[src/design/keyboard_pkg.sv]
// Keyboard encodings
`default_nettype none

package keyboard_pkg;

	typedef logic [7:0] key_t;     // Bits 0..6 do..si
	typedef logic [1:0] pitch_t;
	typedef logic [2:0] mode_t;
	typedef logic [4:0] note_t;    // 0 is silence
	typedef logic [7:0] led_t;

	localparam pitch_t PITCH_MID  = 2'b00;
	localparam pitch_t PITCH_LOW  = 2'b01;
	localparam pitch_t PITCH_HIGH = 2'b10;

	localparam mode_t MODE_LEARN = 3'b111;  // Auto and manual are idle here

	localparam int DEGREES    = 7;
	localparam int NOTE_COUNT = 21;

	// C3 to B5, indexed by note code minus one
	localparam int NOTE_HZ [NOTE_COUNT] = '{
		131, 147, 165, 175, 196, 220, 247,
		262, 294, 330, 349, 392, 440, 494,
		523, 587, 659, 698, 784, 880, 988
	};

	// Scale degree of a nonzero note, 0 is do
	function automatic logic [2:0] note_degree(note_t n);
		return 3'((n - 5'd1) % DEGREES);
	endfunction

	// Octave group of a nonzero note, 0 is low
	function automatic logic [1:0] note_octave(note_t n);
		return 2'((n - 5'd1) / DEGREES);
	endfunction

	// Pitch selector for an octave group
	function automatic pitch_t octave_pitch(logic [1:0] group);
		case (group)
			2'd0:    return PITCH_LOW;
			2'd2:    return PITCH_HIGH;
			default: return PITCH_MID;
		endcase
	endfunction

endpackage

`default_nettype wire

[src/design/song_pkg.sv]
// Song tables
`default_nettype none

package song_pkg;

	import keyboard_pkg::*;

	typedef logic [1:0] song_id_t;
	typedef logic [4:0] step_t;
	typedef logic       len_t;

	localparam song_id_t SONG_TWINKLE = 2'd0;
	localparam song_id_t SONG_ODE     = 2'd1;

	localparam int SONG_SLOTS = 4;   // Every song_id_t value
	localparam int SONG_COUNT = 2;   // Slots 2 and 3 are empty
	localparam int MAX_STEPS  = 16;

	localparam len_t LEN_SINGLE = 1'b0;
	localparam len_t LEN_DOUBLE = 1'b1;  // Half the hold time

	localparam step_t SONG_LAST [SONG_SLOTS] = '{
		5'd13,
		5'd14,
		5'd0,
		5'd0
	};

	// Middle octave codes 8..14 are do..si, 0 is a rest
	localparam note_t SONG_NOTE [SONG_SLOTS][MAX_STEPS] = '{
		// Twinkle Twinkle
		'{
			8, 8, 12, 12, 13, 13, 12, 0,
			11, 11, 10, 10, 9, 8, 0, 0
		},
		// Ode to Joy
		'{
			10, 10, 11, 12, 12, 11, 10, 9,
			8, 8, 9, 10, 10, 9, 9, 0
		},
		'{
			0, 0, 0, 0, 0, 0, 0, 0,
			0, 0, 0, 0, 0, 0, 0, 0
		},
		'{
			0, 0, 0, 0, 0, 0, 0, 0,
			0, 0, 0, 0, 0, 0, 0, 0
		}
	};

	localparam len_t SONG_LEN [SONG_SLOTS][MAX_STEPS] = '{
		'{
			0, 0, 0, 0, 0, 0, 0, 0,
			0, 0, 0, 0, 0, 0, 0, 0
		},
		'{
			0, 0, 0, 0, 0, 0, 0, 0,
			0, 0, 0, 0, 0, 1, 0, 0
		},
		'{
			0, 0, 0, 0, 0, 0, 0, 0,
			0, 0, 0, 0, 0, 0, 0, 0
		},
		'{
			0, 0, 0, 0, 0, 0, 0, 0,
			0, 0, 0, 0, 0, 0, 0, 0
		}
	};

endpackage

`default_nettype wire

[src/design/key_decoder.sv]
// Key to note decoder
`timescale 1ns/1ns
`default_nettype none

module key_decoder (
	input  keyboard_pkg::key_t   key,
	input  keyboard_pkg::pitch_t pitch,
	output keyboard_pkg::note_t  pressed_note
);

	import keyboard_pkg::*;

	logic [2:0] degree;
	logic [1:0] group;
	logic       one_key;
	logic       pitch_ok;

	assign one_key = $onehot(key[DEGREES-1:0]);  // Bit 7 is ignored

	always_comb begin
		degree = '0;
		for (int i = 0; i < DEGREES; i++) begin
			if (key[i]) degree = 3'(i);
		end
	end

	always_comb begin
		pitch_ok = 1'b1;
		case (pitch)
			PITCH_LOW:  group = 2'd0;
			PITCH_MID:  group = 2'd1;
			PITCH_HIGH: group = 2'd2;
			default: begin
				group    = 2'd0;
				pitch_ok = 1'b0;
			end
		endcase
	end

	assign pressed_note = (one_key && pitch_ok) ?
		note_t'(group) * note_t'(DEGREES) + note_t'(degree) + 5'd1 : '0;

endmodule

`default_nettype wire

[src/design/lesson_tracker.sv]
// Lesson step tracker
`timescale 1ns/1ns
`default_nettype none

module lesson_tracker #(
	parameter int BEAT_CYCLES = 64,
	parameter int MISTAKE_MAX = 1000
) (
	input  logic                               clk,
	input  logic                               rst_n,
	input  keyboard_pkg::mode_t                mode,
	input  song_pkg::song_id_t                 song_num,
	input  keyboard_pkg::note_t                pressed_note,
	output keyboard_pkg::note_t                play_note,
	output keyboard_pkg::led_t                 led,
	output logic                               finished,
	output logic [$clog2(MISTAKE_MAX + 1)-1:0] score
);

	import keyboard_pkg::*;
	import song_pkg::*;

	localparam int SCORE_W = $clog2(MISTAKE_MAX + 1);
	localparam int HOLD_W  = $clog2(BEAT_CYCLES);
	localparam int IDX_W   = $clog2(MAX_STEPS);

	localparam logic [SCORE_W-1:0] SCORE_MAX   = SCORE_W'(MISTAKE_MAX);
	localparam logic [HOLD_W-1:0]  SINGLE_LAST = HOLD_W'(BEAT_CYCLES - 1);
	localparam logic [HOLD_W-1:0]  DOUBLE_LAST = HOLD_W'(BEAT_CYCLES / 2 - 1);

	step_t             step;
	logic [HOLD_W-1:0] hold_cnt;
	song_id_t          last_song;

	logic              learn;
	logic              song_ok;
	logic              restart;
	note_t             exp_note;
	len_t              exp_len;
	logic [HOLD_W-1:0] hold_last;
	logic              match;
	logic              wrong;

	assign learn   = (mode == MODE_LEARN);
	assign song_ok = (song_num < SONG_COUNT);
	assign restart = !learn || (song_num != last_song);

	assign exp_note  = SONG_NOTE[song_num][step[IDX_W-1:0]];
	assign exp_len   = SONG_LEN[song_num][step[IDX_W-1:0]];
	assign hold_last = (exp_len == LEN_DOUBLE) ? DOUBLE_LAST : SINGLE_LAST;

	assign match = (pressed_note == exp_note);  // A rest matches no key
	assign wrong = (pressed_note != '0) && !match;

	assign led = (learn && song_ok && exp_note != '0) ?
		led_t'(1) << note_degree(exp_note) : '0;
	assign play_note = (learn && song_ok && match) ? pressed_note : '0;

	always_ff @(posedge clk or negedge rst_n) begin
		if (!rst_n) begin
			step      <= '0;
			hold_cnt  <= '0;
			finished  <= 1'b0;
			last_song <= '0;
		end else if (restart) begin
			step      <= '0;
			hold_cnt  <= '0;
			finished  <= 1'b0;
			last_song <= song_num;
		end else if (song_ok) begin
			if (!match) begin
				hold_cnt <= '0;
			end else if (hold_cnt == hold_last) begin
				hold_cnt <= '0;
				if (step == SONG_LAST[song_num]) begin
					step     <= '0;  // Wrap for another pass
					finished <= 1'b1;
				end else begin
					step <= step + 5'd1;
				end
			end else begin
				hold_cnt <= hold_cnt + 1'b1;
			end
		end
	end

	// Saturating count of wrong-key cycles
	always_ff @(posedge clk or negedge rst_n) begin
		if (!rst_n) begin
			score <= '0;
		end else if (restart) begin
			score <= '0;
		end else if (song_ok && wrong && score != SCORE_MAX) begin
			score <= score + 1'b1;
		end
	end

	a_step_in_song: assert property (
		@(posedge clk) disable iff (!rst_n)
		step <= SONG_LAST[last_song]
	);

	a_score_cap: assert property (
		@(posedge clk) disable iff (!rst_n)
		score <= SCORE_MAX
	);

	// Only a restart may drop the finished flag
	a_finished_holds: assert property (
		@(posedge clk) disable iff (!rst_n)
		finished && !restart |=> finished
	);

endmodule

`default_nettype wire

[src/design/tone_gen.sv]
// Buzzer tone generator
`timescale 1ns/1ns
`default_nettype none

module tone_gen #(
	parameter int CLK_HZ = 100000
) (
	input  logic                clk,
	input  logic                rst_n,
	input  keyboard_pkg::note_t play_note,
	output logic                speaker
);

	import keyboard_pkg::*;

	// Lowest note gives the longest half period
	localparam int CNT_W = $clog2(CLK_HZ / (2 * NOTE_HZ[0]) + 1);

	logic [CNT_W-1:0] half_tab [NOTE_COUNT];
	logic [CNT_W-1:0] half_cur;
	logic [CNT_W-1:0] cnt;
	note_t            last_note;

	for (genvar g = 0; g < NOTE_COUNT; g++) begin : g_half
		assign half_tab[g] = CNT_W'(CLK_HZ / (2 * NOTE_HZ[g]));
	end

	assign half_cur = (play_note != '0) ? half_tab[play_note - 5'd1] : '0;

	always_ff @(posedge clk or negedge rst_n) begin
		if (!rst_n) begin
			speaker   <= 1'b0;
			cnt       <= '0;
			last_note <= '0;
		end else if (play_note == '0) begin
			speaker   <= 1'b0;
			cnt       <= '0;
			last_note <= '0;
		end else if (play_note != last_note) begin
			cnt       <= half_cur - 1'b1;  // New note restarts the count
			last_note <= play_note;
		end else if (cnt == '0) begin
			speaker <= ~speaker;
			cnt     <= half_cur - 1'b1;
		end else begin
			cnt <= cnt - 1'b1;
		end
	end

	a_silent_low: assert property (
		@(posedge clk) disable iff (!rst_n)
		play_note == '0 |=> !speaker
	);

endmodule

`default_nettype wire

[src/design/learning_top.sv]
// Learning mode top level
`timescale 1ns/1ns
`default_nettype none

module learning_top #(
	parameter int BEAT_CYCLES = 64,     // Must be even
	parameter int MISTAKE_MAX = 1000,
	parameter int CLK_HZ      = 100000  // Simulation clock rate
) (
	input  logic                               clk,
	input  logic                               rst_n,
	input  keyboard_pkg::key_t                 key,
	input  keyboard_pkg::pitch_t               pitch,
	input  keyboard_pkg::mode_t                mode,
	input  song_pkg::song_id_t                 song_num,
	output logic                               speaker,
	output keyboard_pkg::led_t                 led,
	output logic                               finished,
	output logic [$clog2(MISTAKE_MAX + 1)-1:0] score
);

	import keyboard_pkg::*;

	note_t pressed_note;
	note_t play_note;  // Pressed note, only when it matches

	key_decoder u_key_decoder (
		.key          (key),
		.pitch        (pitch),
		.pressed_note (pressed_note)
	);

	lesson_tracker #(
		.BEAT_CYCLES (BEAT_CYCLES),
		.MISTAKE_MAX (MISTAKE_MAX)
	) u_lesson_tracker (
		.clk          (clk),
		.rst_n        (rst_n),
		.mode         (mode),
		.song_num     (song_num),
		.pressed_note (pressed_note),
		.play_note    (play_note),
		.led          (led),
		.finished     (finished),
		.score        (score)
	);

	tone_gen #(
		.CLK_HZ (CLK_HZ)
	) u_tone_gen (
		.clk       (clk),
		.rst_n     (rst_n),
		.play_note (play_note),
		.speaker   (speaker)
	);

endmodule

`default_nettype wire

[config.mk]
export PLATFORM = sky130hd
export DESIGN_NAME = learning_top
export DESIGN_NICKNAME = d
export VERILOG_FILES = /design/src/design/keyboard_pkg.sv /design/src/design/song_pkg.sv /design/src/design/key_decoder.sv /design/src/design/lesson_tracker.sv /design/src/design/tone_gen.sv /design/src/design/learning_top.sv
export SDC_FILE = /design/constraint.sdc
export NUM_CORES = 1
export LEC_CHECK = 0
export BUFFER_PORTS_ARGS = -buffer_cell sky130_fd_sc_hd__buf_4
export CAP_MARGIN = 10
export CELL_PAD_IN_SITES_DETAIL_PLACEMENT = 0
export CELL_PAD_IN_SITES_GLOBAL_PLACEMENT = 1
export CORE_ASPECT_RATIO = 0.9
export CORE_UTILIZATION = 45
export DETAILED_ROUTE_END_ITERATION = 10
export HOLD_SLACK_MARGIN = 0.15
export PLACE_DENSITY_LB_ADDON = 0.1
export SLEW_MARGIN = 10
export SYNTH_ARGS = -nofsm -noshare
export SYNTH_HDL_FRONTEND = slang
export SYNTH_SLANG_ARGS = --single-unit
[constraint.sdc]
create_clock -name clk -period 4.93 [get_ports clk]
set_input_delay 0.2465 -clock clk [delete_from_list [all_inputs] [get_ports clk]]
set_output_delay 0.2465 -clock clk [all_outputs]
set_load 0.05 [all_outputs]
==> summary.txt <==
Run status
  – Status: completed

Yosys
  – Post-synth EDFFs: 0
  – Sequential area share after synthesis: a little over a quarter
  – Syn Inst Count: 460
  – Synth Net Count: 512
  – Post-synth top flop: dfrtp_1
  – Count of cell types in the netlist: 70
  – Yosys reg bits: 39
  – Post-synth ARST share: 100%
  – Yosys Warn Count: 0
  – Mapped Area: 0.00374 mm2
  – Syn Area/Cell: 8.14 um2

GRT
  – Number of global-route vias before repair: 3142
  – Largest net degree at the start of global routing: 40
  – Gr usage total: 20.8%
  – First-pass GRT wire length: 14500 um
  – Antenna violations before repair: 0
  – Total grt overflow: 0

Clocking
  – Clock root buffer: clkbuf_8
  – Clk buf depth: 2
  – H-tree Lvls: 2
  – Clk_lat worst skew: between 0.2 and 0.3 ns
  – CTS Sinks: 39
  – CTS Buf Count: 5
  – CTS tree: yes
  – Clock transition at path regs: 0.09 ns

STA
  – Worst slew pin tran: 0.639 ns
  – FMAX: 211 MHz
  – Final Cycle Share: 95.9%
  – Clock skew: approximately 0.013 ns
  – Hold Violations, Final: 0
  – Final setup violation count: 0
  – Slew Limit Fails: 0
  – Worst setup slack after layout: between 0.2 and 0.25 ns
  – Crit path time final: 4.73 ns
  – Setup TNS: 0 ns
  – Max-slew headroom: 57.2%
  – Hold WS: 0.171 ns

Place
  – I/O Buffers: 35
  – Placer Congestion: 0.775
  – Placed inst area: 0.00449 mm2
  – DP Worst Slack: -0.183 ns
  – Dpl hpwl: 6700 um
  – Placed Cells incl. Taps: 615

Layout
  – Layout cell share with drive strength beyond 1: 27.8%
  – Commonest non-fill, non-tap cell in the layout: buf_4
  – Antenna cells: 0
  – Finished Cell Area: about 0.0047 mm2
  – Area grow syn2layout: 26.1%
  – Layout Utilization: 58.5%
  – Post-Layout Cell Count: 632
  – Fin nets: 584
  – Commonest non-fill, non-tap cells in the layout: buf_4 (84), nor2_1 (56), nand2_1 (40)

Worst setup path
  – Critical Path Slowest Stage Cell: fa_2
  – Crit end category: flip-flop
  – Path type of the worst setup path: in2reg
  – Worst EP required: 5.13 ns
  – Top Family by Delay on Critical Path: adder cells
  – CP startpoint kind: input port
  – Buf/Inv on CP: 5
  – Max stage delay on crit path: 0.57 ns
  – Crit path DAT: 4.93 ns
  – Critical Path Most Common Cell: ha_4
  – Crit Path Max Fanout: 6

Floorplanning
  – CORE AREA: 0.00807 mm2
  – I/O pin count: 37
  – Initial core utilization: a little under half
  – Die area: 0.00869 mm2
  – Die H: 88.5 um
  – Num rows: 31
  – Die X-Extent: 98.2 um

Routing
  – DR WL/cell: between 10 and 15 um
  – Vias: roughly 3400
  – DRC: 0
  – Routed Antenna Nets: 0
  – Initial DRC Count: 128
  – Routed WL: 8730 um
  – DRT Pass-1 Iters: 6
  – Vias per inst: around 5.4

Run
  – Max-Cap Viols: 0

Power and ir drop
  – Final Power: 0.941 mW
  – Power per Cell Area: ~200 mW/mm2
  – Peak supply drop: 0.000127 V
  – Leakage: 2.12 nW

Hold path
  – HP Class: in2reg
per-layer routing:
layer  track usage (%)  wire length (um)  share of wire, %
met3              2.76               189               2.2
met2              35.0              4110                47
met4              4.34                42              0.48
met5                 0                 0                 0
met1              28.8              4390                50
sequential cells by signal, summed over array words and instances (netlist names):
signal                      cells
u_lesson_tracker.last_song      2
u_lesson_tracker.finished       1
u_lesson_tracker.score         10
u_tone_gen.speaker              1
u_tone_gen.cnt                  9
u_lesson_tracker.hold_cnt       6
u_lesson_tracker.step           5
u_tone_gen.last_note            5
area by class of cell:
| class | instances | area (um2) |
|---|---|---|
| fillers | 776 | 3350 |
| multi-input cells | 362 | 2690 |
| flip-flops and latches | 39 | 978 |
| repair buffers | 86 | 652 |
| inverters | 38 | 158 |
| well taps | 99 | 124 |
| clock buffers | 5 | 68.8 |
| clock inverters | 3 | 46.3 |
Yosys cell counts (2+ instances only):
| master | n | area share [%] |
|---|---|---|
| inv_1 | 37 | 3.7 |
| and3b_1 | 2 | 0.47 |
| nand3_1 | 17 | 2.3 |
| nand4_1 | 4 | 0.67 |
| o211ai_1 | 2 | 0.40 |
| o31ai_1 | 3 | 0.60 |
| nor4_1 | 3 | 0.50 |
| o2111ai_1 | 2 | 0.47 |
| or4_1 | 3 | 0.60 |
| buf_4 | 2 | 0.40 |
| dfrtp_1 | 39 | 26 |
| clkbuf_1 | 12 | 1.2 |
| buf_2 | 5 | 0.67 |
| nor2b_1 | 6 | 1.0 |
| fa_1 | 6 | 3.2 |
| nor2_1 | 57 | 5.7 |
| a211o_1 | 5 | 1.2 |
| nand4b_1 | 2 | 0.47 |
| nand3b_1 | 3 | 0.60 |
| xnor2_1 | 18 | 4.2 |
| xor2_1 | 10 | 2.3 |
| or3_1 | 7 | 1.2 |
| o21ai_0 | 22 | 2.9 |
| o21a_1 | 2 | 0.40 |
| or2_2 | 8 | 1.3 |
| a31oi_1 | 7 | 1.2 |
| and2_1 | 2 | 0.33 |
| mux2i_1 | 10 | 2.7 |
| a21oi_1 | 23 | 3.1 |
| ha_1 | 29 | 9.7 |
| nor3b_1 | 3 | 0.60 |
| nor3_1 | 9 | 1.2 |
| a31o_2 | 3 | 0.70 |
| a211oi_1 | 7 | 1.4 |
| nand2_1 | 42 | 4.2 |
| nand2b_1 | 8 | 1.3 |
| and3_1 | 7 | 1.2 |
power breakdown:
| group | internal [mW] | leakage [nW] | switching (mW) |
|---|---|---|---|
| Sequential | 0.321 | 0.535 | 0.00105 |
| Combinational | 0.152 | 1.53 | 0.193 |
| Clock | 0.152 | 0.0548 | 0.121 |
logic make-up after synthesis:
logic type | share of synthesized area, %
compound gates | 17.9
xor+xnor | 6.98
fa+ha+maj | 12.9
buf+inv | 6.48
flops | 26.1
mux | 2.97
other cells | 0.100
simple gates | 26.6
path summary, 6_finish.rpt:
check	slack, ns	depth (start not counted)	startpoint	to
worst min register to register	0.50	1	u_tone_gen.cnt[0]	u_tone_gen.cnt[0]
worst max register to register	0.72	21	u_lesson_tracker.step[0]	u_tone_gen.cnt[8]
min in group asynchronous	0.46	2	rst_n	u_tone_gen.cnt[0]
worst max-delay path	0.20	26	key[5]	u_tone_gen.cnt[8]
worst min-delay path	0.17	1	song_num[0]	u_lesson_tracker.last_song[0]
max in group asynchronous	4.09	2	rst_n	u_lesson_tracker.step[1]
timing repair:
| item | 4_1_cts | 5_1_grt |
|---|---|---|
| gates resized for setup | 0 | 14 |
| setup endpoints to repair | 0 | 11 |
| hold buffers | 1 | 0 |
| hold endpoints to repair | 39 | 0 |
| buffers inserted | 0 | 8 |
No activity file was read; power rests on OpenSTA's default activity.
